==> config.mk <==
export PLATFORM = sky130hd
export DESIGN_NAME = div_iter
export DESIGN_NICKNAME = d
export VERILOG_FILES = /design/src/muldiv_pkg.sv /design/src/div_iter.sv
export SDC_FILE = /design/constraint.sdc
export NUM_CORES = 1
export LEC_CHECK = 0
export BUFFER_PORTS_ARGS = -buffer_cell sky130_fd_sc_hd__clkbuf_2
export CAP_MARGIN = 15
export CORE_UTILIZATION = 45
export DETAILED_ROUTE_END_ITERATION = 6
export HOLD_SLACK_MARGIN = 0.03
export SYNTH_ARGS = -nofsm -noshare
export SYNTH_HDL_FRONTEND = slang
export SYNTH_SLANG_ARGS = --single-unit
==> constraint.sdc <==
create_clock -name clk -period 8 [get_ports clk]
set_input_delay 1.6 -clock clk [delete_from_list [all_inputs] [get_ports clk]]
set_output_delay 1.6 -clock clk [all_outputs]
set_load 0.005 [all_outputs]
==> src/muldiv_pkg.sv <==
package muldiv_pkg;

    localparam int xlen       = 32;
    localparam int nreg       = 32;
    localparam int reg_w      = 5;
    localparam int div_cycles = 32;
    localparam int div_cnt_w  = $clog2(div_cycles);

    // multiplier ops first, then the divider ops.
    typedef enum logic [2:0] {
        op_mul   = 3'd0,
        op_mulh  = 3'd1,
        op_mulhu = 3'd2,
        op_div   = 3'd3,
        op_divu  = 3'd4,
        op_rem   = 3'd5,
        op_remu  = 3'd6
    } op_e;

    typedef struct packed {
        op_e              op;
        logic [reg_w-1:0] dest;
        logic [reg_w-1:0] rj;
        logic [reg_w-1:0] rk;
    } issue_t;

    typedef struct packed {
        op_e              op;
        logic [reg_w-1:0] dest;
        logic [xlen-1:0]  src1;
        logic [xlen-1:0]  src2;
    } exec_req_t;

    // unit result, register write and trace.
    typedef struct packed {
        logic             we;
        logic [reg_w-1:0] dest;
        logic [xlen-1:0]  data;
    } wb_t;

    function automatic logic op_is_div(op_e op);
        return op inside {op_div, op_divu, op_rem, op_remu};
    endfunction

endpackage

==> src/div_iter.sv <==
module div_iter (
    input  logic                  clk,
    input  logic                  reset,
    input  logic                  req_valid,
    input  muldiv_pkg::exec_req_t req,
    output logic                  req_ready,
    output logic                  resp_valid,
    output muldiv_pkg::wb_t       resp,
    input  logic                  resp_ready
);

    typedef enum logic [1:0] {
        st_idle,
        st_run,
        st_done
    } state_e;

    state_e                             state;
    logic [muldiv_pkg::div_cnt_w-1:0]   count;
    logic [muldiv_pkg::xlen-1:0]        rem_q;
    logic [muldiv_pkg::xlen-1:0]        quo_q;
    logic [muldiv_pkg::xlen-1:0]        dsr_q;
    logic [muldiv_pkg::reg_w-1:0]       dest_q;
    logic                               neg_q;
    logic                               neg_r;
    logic                               want_rem;
    logic                               div_zero;
    logic                               is_signed;
    logic                               sign_a;
    logic                               sign_b;
    logic [muldiv_pkg::xlen-1:0]        abs_a;
    logic [muldiv_pkg::xlen-1:0]        abs_b;
    logic [muldiv_pkg::xlen:0]          shifted;
    logic [muldiv_pkg::xlen:0]          diff;
    logic [muldiv_pkg::xlen-1:0]        quo_fix;
    logic [muldiv_pkg::xlen-1:0]        rem_fix;

    assign is_signed = (req.op == muldiv_pkg::op_div) || (req.op == muldiv_pkg::op_rem);
    assign sign_a    = is_signed & req.src1[muldiv_pkg::xlen-1];
    assign sign_b    = is_signed & req.src2[muldiv_pkg::xlen-1];
    assign abs_a     = sign_a ? -req.src1 : req.src1;
    assign abs_b     = sign_b ? -req.src2 : req.src2;

    // one restoring step.
    assign shifted = {rem_q, quo_q[muldiv_pkg::xlen-1]};
    assign diff    = shifted - {1'b0, dsr_q};

    // x/0 leaves rem at |x|, so only the quotient is forced.
    // min/-1 comes out as min, rem 0, without a special case.
    assign quo_fix = div_zero ? '1 : (neg_q ? -quo_q : quo_q);
    assign rem_fix = neg_r ? -rem_q : rem_q;

    assign req_ready  = (state == st_idle);
    assign resp_valid = (state == st_done);

    always_ff @(posedge clk) begin
        if (reset) begin
            state <= st_idle;
            count <= '0;
        end else begin
            case (state)
                st_idle: begin
                    if (req_valid) begin
                        state <= st_run;
                        count <= '0;
                    end
                end
                st_run: begin
                    count <= count + 1'b1;
                    if (int'(count) == muldiv_pkg::div_cycles - 1) begin
                        state <= st_done;
                    end
                end
                default: begin
                    if (resp_ready) begin
                        state <= st_idle;
                    end
                end
            endcase
        end
    end

    always_ff @(posedge clk) begin
        case (state)
            st_idle: begin
                if (req_valid) begin
                    rem_q    <= '0;
                    quo_q    <= abs_a;
                    dsr_q    <= abs_b;
                    dest_q   <= req.dest;
                    neg_q    <= sign_a ^ sign_b;
                    neg_r    <= sign_a;
                    want_rem <= (req.op == muldiv_pkg::op_rem) || (req.op == muldiv_pkg::op_remu);
                    div_zero <= (req.src2 == '0);
                end
            end
            st_run: begin
                if (!diff[muldiv_pkg::xlen]) begin
                    rem_q <= diff[muldiv_pkg::xlen-1:0];
                    quo_q <= {quo_q[muldiv_pkg::xlen-2:0], 1'b1};
                end else begin
                    rem_q <= shifted[muldiv_pkg::xlen-1:0];
                    quo_q <= {quo_q[muldiv_pkg::xlen-2:0], 1'b0};
                end
            end
            default: ;
        endcase
    end

    // signs and select applied to the held registers.
    always_comb begin
        resp.we   = 1'b1;
        resp.dest = dest_q;
        resp.data = want_rem ? rem_fix : quo_fix;
    end

endmodule

* After elaboration in Yosys (flattened, before gate mapping) *
Index checks and enable logic that the tools add are counted.

storage, ports and cells
  register bits after elaboration = 112
  output and inout bits = 40
  bits of input ports = 76
  logic and storage cells = 54

cells by class
  mux-type cells = 18
  reduce and logical (&&, ||, !) cells = 9
  bitwise gates (word level) = 3
  equal/unequal tests = 8
  add/sub/neg operators = 6

operator list
  cell                                                  number
  two-way mux 32 bit                                    9
  negator 32 bit                                        4
  case mux 32 bit (2 select lines)                      2
  subtractor 33 x 32 -> 33 bit                          1
  zero test 32 bit                                      1
  case mux 5 bit (2 select lines)                       1
  equality test 3 bit (second input constant)           2
  two-way mux 2 bit                                     3
  adder 5 x 1 -> 5 bit (second input constant)          1
  equality test 5 x 1 -> 1 bit (second input constant)  1
  two-way mux 5 bit                                     1
  != test 2 bit (second input constant)                 2
  case mux 2 bit (2 select lines)                       1
  AND reduction 2 bit                                   2
  equality test 3 x 2 -> 1 bit (second input constant)  1
  AND reduction 3 bit                                   1
  nonzero test 3 bit                                    1
  AND 1 bit                                             2
  equality test 2 x 1 -> 1 bit (second input constant)  1
  equality test 2 bit (second input constant)           1
  zero test 2 bit                                       1
  logical OR 1 bit                                      2
  nonzero test 2 bit                                    1
  two-way mux 1 bit                                     1
  XOR 1 bit                                             1

* Logic depth before layout (Yosys ltp) *
Gate-level depths: netlist of run 1.

  depth after elaboration = 6
  mapped depth = 13

* Worst setup path before layout of run 1 *
OpenSTA, ideal clock, no wires.

  path kind = flip-flop to output port
  start point = register quo_q[14] (netlist bit)
  end point = output resp[29] (netlist bit)
  required time = 6.400 ns
  buffers on the path = 0
  data arrival time = 2.863 ns
  cell stages (with the launch flop) = 10
  path slack = 3.537 ns
  path through = edfxtp_1 or4_4 or4_4 or3_4 or2_1 or3_4 o31ai_4 xnor2_1 nor3_1 a21oi_1

RTL lines
  what                      line             source
  start: declaration        div_iter.sv:21   logic [muldiv_pkg::xlen-1:0] quo_q;
  start signal: assignment  div_iter.sv:88   quo_q <= abs_a;
  start signal: assignment  div_iter.sv:100  quo_q <= {quo_q[muldiv_pkg::xlen-2:0], 1'b1};
  start signal: assignment  div_iter.sv:103  quo_q <= {quo_q[muldiv_pkg::xlen-2:0], 1'b0};
  end: declaration          div_iter.sv:8    output muldiv_pkg::wb_t resp,

==> results.txt, run 1 <==
clock latency on the worst-skew pair - 0.36 ns
setup violators final - 0
Slew Viols, Final - 0
TritonCTS clock tree - built
Syn Nets - 1126
placed wire-length estimate - 16.59 mm
Vias - 7539
Slew @ Worst Pin - 1.045 ns
# IOs - 116
Worst Hold Endpoint - count[4]
max_slew headroom - 30.26%
remaining antenna violation count - 0
Hold Path Origin - count[4]
FF-to-FF path depth - 13
Crit Path Max Fanout - 4
FMAX - 197.4 MHz
synthesis-to-layout area growth - 12.66%
initial antenna violation count - 0
Nets - 1216
GRT Overall Usage - 21.43%
Post-Synthesis Cell Area - 8985 µm²
ys flop type - edfxtp_1
worst path cell trace - or4_4 > or4_4 > or3_4 > or2_1 > or3_4 > o31ai_4 > xnor2_1 > nor3_1 > a21oi_1 > clkbuf_2
Max VDD drop - 0.1260 mV
#FFs+latches synth - 112
ANT cells - 0
CP Launch Type - flop
Final Critical Period - 5.067 ns
WHS Path Cells - 2
slowest library cell on the worst path - or4_4
post-synth top area share - 35.09%
Final period util - 63.34%
die extent in x - 143.3 µm
first-pass GRT wire length - 34.47 mm
PortBufs - 114
post-synthesis cell count - 1011
fraction of power consumed by the clock network - 23.7%
Overflow after GRT - 0
row count - 51
Hold WC Path Type - reg2reg
most frequent cells in the layout - clkbuf_2 (114), edfxtp_1 (105), nand2_1 (95), nor2_1 (92), xor2_1 (90)
DR pass1 iterations - 4
ratio of cells with drive above 1 in the final layout - 13.74%
skew final - 0.009966 ns
Sw Ratio - 35.70%
root buffer cell - clkbuf_16
max_cap viols - 0
Lkg Pwr - 0.004090 µW
Setup Fix Bufs, Post-CTS - 0
reg2reg start - quo_q[31]
Initial Util - 46.01%
crit end category - primary output
Worst-path clk slew - 0.08 ns
vias in the first global route - 7124
syn avg cell area - 8.887 µm²
register area share after synthesis - 36.65%
PwrDens - 208.4 nW/µm²
status - complete, no violations
die area - 20530 µm²
Core ar. - 19530 µm²
power share of the sequential group - 39.3%
clk sinks - 112
max incr delay on CP - 0.56 ns
final estimated routing congestion in global placement - 0.8849
commonest non-fill, non-tap cell in the layout - clkbuf_2
final-report hold violation count - 0
post-CTS sizing - 0
kind of critical path - reg2out
Async S/R FF share, synth - 0%
Clock Path Buffers - 2
Synth area leaders - edfxtp_1 (35%), xor2_1 (8.9%), xnor2_1 (5.7%)
worst path arrival time - 3.47 ns
Die Span Y - 143.3 µm
Worst R2R End - rem_q[9]
Yosys cell types - 58
Int Pwr - 1356 µW
Synth Warn # - 0
Post-synth EDFFs - 105
DR DRC count - 0
final WL - 21.34 mm
post-synth top area cell - edfxtp_1
WP data required - 6.40 ns
Wirelength per Cell - 15.56 µm
total negative slack - 0 ns
# hold bufs at CTS - 0
Final Util - 51.84%
Vias/cell - 5.499
NetSw - 753.2 µW
Initial DRC Count - 381
Worst R2R Setup Slack - 3.79 ns
H-tree depth - 3
largest net degree at the start of global routing - 68
RSZ-0062 raised after global routing - no
Logic pwr share - 37.1%
cts bufs inserted - 9
## worst max path at each step
stage | from | endpoint | slack, ns | cells after the start
final | quo_q[13] | resp[29] | 2.93 | 10
after global routing | quo_q[13] | resp[29] | 2.69 | 10
after CTS | quo_q[13] | resp[29] | 2.92 | 10
after detailed placement | quo_q[13] | resp[29] | 3.32 | 10
after global placement | quo_q[14] | resp[29] | 3.35 | 10
after floorplan | quo_q[14] | resp[29] | 3.54 | 9
## power groups by stage
stage	Sequential (µW)	Clock, µW	Combinational (µW)
2_1_floorplan	808	0	589
3_3_place_gp	841	0	781
3_5_place_dp	843	0	783
4_1_cts	829	511	787
5_1_grt	840	528	874
6_report	828	500	782
## layer usage
metal	track usage [%]	share of wire [%]
met5	0	0
met2	38.18	50
met4	6.327	1.5
met3	2.033	3.4
met1	27.48	45
## cell type report
type                            count  area [µm²]
Clock inverter                      6       90.09
Inverter                           56       210.2
Fill cell                        1910        9404
Timing Repair Buffer              121       623.1
Multi-Input combinational cell    801        5345
Clock buffer                       10       229.0
Tap cell                          265       331.6
Sequential cell                   112        3293
## critical path: cells and delay by family, from the launching register on
family	cells	cell delay [ns]
buffers and inverters	1	0.13
AND/OR/NAND/NOR	6	2.06
AO/OA/AOI/OAI	2	0.32
XOR/XNOR	1	0.14
flip-flops	1	0.45
## kinds of logic after synthesis
family                   Yosys count  synth area share [%]
buffers and inverters             98                 4.178
AO/OA/AOI/OAI                    273                 19.50
AND/OR/NAND/NOR                  310                 16.33
adder cells (fa/ha/maj)           39                 5.515
multiplexers                      29                 3.259
flip-flops                       112                 36.65
other                              1               0.04174
XOR/XNOR                         149                 14.52
## registers in the layout, summed over array words and instances, names as in the netlist
register and cells:
neg_r 1, neg_q 1, count 5, dest_q 5
state 2, div_zero 1, rem_q 32, dsr_q 32
quo_q 32, want_rem 1
## synth_stat cells (8+ instances only)
cell,n
xnor2_1,58
clkbuf_1,37
a21o_1,13
nor2b_1,10
nor2_1,93
or4_1,11
o41ai_1,15
a22oi_1,29
nand3_1,16
nand2b_1,13
o21ai_0,74
inv_1,56
a31oi_1,9
mux2i_1,27
nor3_1,21
xor2_1,91
nand2_1,95
a21oi_1,64
ha_1,38
o21bai_1,9
or3_1,8
nor4_1,11
edfxtp_1,105
o31ai_1,18
and3_1,9
## stage by stage
| step | area (µm²) | hold WS, ns | setup slack (ns) | instances | total power, µW |
|---|---|---|---|---|---|
| after global routing | 10120 | 0.5128 | 2.691 | 1371 | 2242 |
| after detailed placement | 9803 | 0.4716 | 3.324 | 1355 | 1626 |
| after global placement | 9803 | 0.4593 | 3.352 | 1355 | 1622 |
| after CTS | 10120 | 0.4839 | 2.922 | 1371 | 2127 |
| after floorplan | 8985 | 0.4344 | 3.537 | 1011 | 1397 |
| final | 10120 | 0.4778 | 2.933 | 1371 | 2110 |
No activity file was read; power rests on OpenSTA's default activity.
==> run 2, diff against run 1 <==
--- a/config.mk
+++ b/config.mk
@@ -10,6 +10,7 @@
 export CORE_UTILIZATION = 45
 export DETAILED_ROUTE_END_ITERATION = 6
 export HOLD_SLACK_MARGIN = 0.03
+export PLACE_DENSITY = 0.67
 export SYNTH_ARGS = -nofsm -noshare
 export SYNTH_HDL_FRONTEND = slang
 export SYNTH_SLANG_ARGS = --single-unit
==> constraint.sdc (replaced) <==
create_clock -name clk -period 4.2 [get_ports clk]
set_input_delay 0.84 -clock clk [delete_from_list [all_inputs] [get_ports clk]]
set_output_delay 0.84 -clock clk [all_outputs]
set_load 0.005 [all_outputs]
==> run 2 against run 1 <==
  * The flow now finishes with violations (setup timing)
  * Clock skew about the same
  * Combinational power increased by 96%
  * Non-clock buffer count increased by 8
  * Critical path type unchanged
  * Critical path depth unchanged
  * Largest cell class unchanged
  * Wire length increased by 2.2%
  * Sequential cell count unchanged
  * Final cell count increased by 0.58%
  * Via count increased by 1.2%
  * Setup slack got worse by 2.9 ns
  * Utilization increased by 0.17 points
  * Worst hold slack improved by 0.00082 ns
==> results.txt, run 2 (same netlist as run 1, synthesis figures left out) <==
Crit. Startpoint - quo_q[14] (was quo_q[13])
worst path arrival time - 3.37 ns (was 3.47 ns)
RSZ-0062 raised after global routing - yes (was no)
setup violators final - 2 (was 0)
post-route cell area - 10150 µm² (was 10120 µm²)
FMAX - 237.8 MHz
Wirelength per Cell - 15.81 µm (was 15.56 µm)
vias in the first global route - 7224 (was 7124)
Slew Viols, Final - 0 (unchanged)
total negative slack - -0.01007 ns (was 0 ns)
most frequent cells in the layout - clkbuf_2 (112), edfxtp_1 (105), nand2_1 (95), nor2_1 (92), xor2_1 (90) (was clkbuf_2 (114), edfxtp_1 (105), nand2_1 (95), nor2_1 (92), xor2_1 (90))
PwrDens - 386.2 nW/µm² (was 208.4 nW/µm²)
hold slack final - 0.4786 ns (was 0.4778 ns)
remaining antenna violation count - 0 (unchanged)
worst path cell trace - or4_4 > or4_4 > or3_4 > or2_4 > or3_4 > o31ai_4 > xnor2_1 > nor3_1 > a21oi_1 > buf_2 (was or4_4 > or4_4 > or3_4 > or2_1 > or3_4 > o31ai_4 > xnor2_1 > nor3_1 > a21oi_1 > clkbuf_2)
initial antenna violation count - 0 (unchanged)
Die Span Y - 143.3 µm (unchanged)
TritonCTS clock tree - built (unchanged)
FF-to-FF path depth - 13 (unchanged)
status - finished with violations (was complete, no violations)
GRT Overall Usage - 21.89% (was 21.43%)
failing checks - setup timing
Worst path depth - 10 (unchanged)
clk sinks - 112 (unchanged)
ANT cells - 0 (unchanged)
Top delay family on crit path - simple AND/OR/NAND/NOR gates (unchanged)
reg2reg start - quo_q[31] (unchanged)
kind of critical path - reg2out (unchanged)
final cell count without fillers - 1379 (was 1371)
Hold WC Path Type - reg2reg (unchanged)
clock latency on the worst-skew pair - 0.36 ns (about the same)
final-report hold violation count - 0 (unchanged)
commonest non-fill, non-tap cell in the layout - clkbuf_2 (unchanged)
# IOs - 116 (unchanged)
met2 global-route usage - 38.43% (was 38.18%)
Initial DRC Count - 462 (was 381)
H-tree depth - 3 (unchanged)
Slew @ Worst Pin - 1.120 ns (was 1.045 ns)
Core ar. - 19530 µm² (unchanged)
synthesis-to-layout area growth - 13.02% (was 12.66%)
Max VDD drop - 0.2481 mV (was 0.1260 mV)
Final period util - 100.1%
Initial Util - 46.01% (unchanged)
Nets - 1224 (was 1216)
Top Registers - dsr_q x32, quo_q x32, rem_q x32 (unchanged)
DR pass1 iterations - 5 (was 4)
Vias/cell - 5.532 (was 5.499)
die area - 20530 µm² (unchanged)
max_slew headroom - 25.23% (was 30.26%)
slowest library cell on the worst path - or4_4 (unchanged)
met1 usage in global routing - 27.97% (was 27.48%)
first-pass GRT wire length - 35.09 mm (was 34.47 mm)
root buffer cell - clkbuf_16 (unchanged)
placed cell areas - 9838 µm² (was 9803 µm²)
Clock Path Buffers - 2 (unchanged)
die extent in x - 143.3 µm (unchanged)
ratio of cells with drive above 1 in the final layout - 14.45% (was 13.74%)
Overflow after GRT - 0 (unchanged)
CP bufs+invs - 1 (unchanged)
WP data required - 3.36 ns (was 6.40 ns)
Crit Path Max Fanout - 4 (unchanged)
max_cap viols - 0 (unchanged)
Multi-input gate area - 5365 µm² (was 5345 µm²)
final WL - 21.80 mm (was 21.34 mm)
Worst R2R End - rem_q[0] (was rem_q[9])
skew final - 0.009771 ns (was 0.009966 ns)
max incr delay on CP - 0.57 ns (was 0.56 ns)
CP Launch Type - flop (unchanged)
cts bufs inserted - 9 (unchanged)
met3 Usage GRT - 2.499% (was 2.033%)
largest net degree at the start of global routing - 68 (unchanged)
crit path to - resp[29] (unchanged)
row count - 51 (unchanged)
placed wire-length estimate - 16.72 mm (was 16.59 mm)
Worst R2R Setup Slack - 0.39 ns (was 3.79 ns)
Lkg Pwr - 0.004113 µW (was 0.004090 µW)
Vias - 7629 (was 7539)
# fillers - 1888 (was 1910)
Final Critical Period - 4.205 ns
Worst-path clk slew - 0.08 ns (about the same)
Register Area - 3293 µm² (unchanged)
Power Total - 3922 µW (was 2110 µW)
final estimated routing congestion in global placement - 0.8881 (was 0.8849)
gr busiest metal - met2 (unchanged)
Setup WS post-layout - -0.005429 ns (was 2.933 ns)
DR DRC count - 0 (unchanged)
dpl cells - 1358 (was 1355)
crit end category - primary output (unchanged)
PortBufs - 114 (unchanged)
run 2: cell types whose count changed in the layout (fill, tap and decap cells not counted), sizes merged:
cell / previous run / this run
clkinvlp: 1 / 0
buf: 7 / 17
clkbuf: 124 / 125
clkinv: 1 / 3
inv: 58 / 56
bufinv: 2 / 0
run 2: power by group:
group	switching, µW	internal (µW)	total (µW)
clock	410	404	814
combinational	853	672	1530
sequential	179	1400	1580
total	1440	2480	3920
run 2: area by class of cell:
class | instances | area share (%)
Multi-Input combinational cell | 801 | 52.83
Sequential cell | 112 | 32.43
Timing Repair Buffer | 129 | 6.851
Tap cell | 265 | 3.265
Clock buffer | 13 | 2.366
Inverter | 56 | 2.070
Clock inverter | 3 | 0.1848
run 2: worst min path at each step:
stage	startpoint	end	slack, ns	cells after the start
final	count[4]	count[4]	0.48	2
after global routing	count[4]	count[4]	0.49	2
after CTS	count[4]	count[4]	0.48	2
after detailed placement	count[4]	count[4]	0.47	2
after global placement	count[3]	count[3]	0.46	1
after floorplan	count[3]	count[3]	0.43	1
run 2: repair_timing:
item	in CTS	in global routing
setup buffers	4	1
pin swaps	1	1
endpoints found under the setup margin	2	5
hold buffers	0	0
resized for setup	1	5
run 2: worst register-to-register path, delay by kind of cell, from the launching register on:
| family | cells | cell delay, ns |
|---|---|---|
| simple gates | 2 | 0.26 |
| xor+xnor | 1 | 0.19 |
| mux | 1 | 0.39 |
| compound gates | 5 | 1.38 |
| flops | 1 | 0.49 |
| buf+inv | 2 | 0.34 |
| fa+ha+maj | 2 | 0.63 |
run 2: stage by stage:
stage | utilization, % | setup slack, ns
final | 52.01 | -0.005429
after floorplan | - | 0.4974
after global placement | 50.38 | 0.2961
after CTS | 51.88 | -0.03758
after detailed placement | 50.38 | 0.2786
after global routing | 52.01 | -0.1531
run 2: metal layers:
metal  vias to the layer above  part of all wire [%]
met1                      3610                    45
met5                         -                     0
li1                       3864                     -
met2                       128                    50
met4                         0                   1.9
met3                        27                   3.2
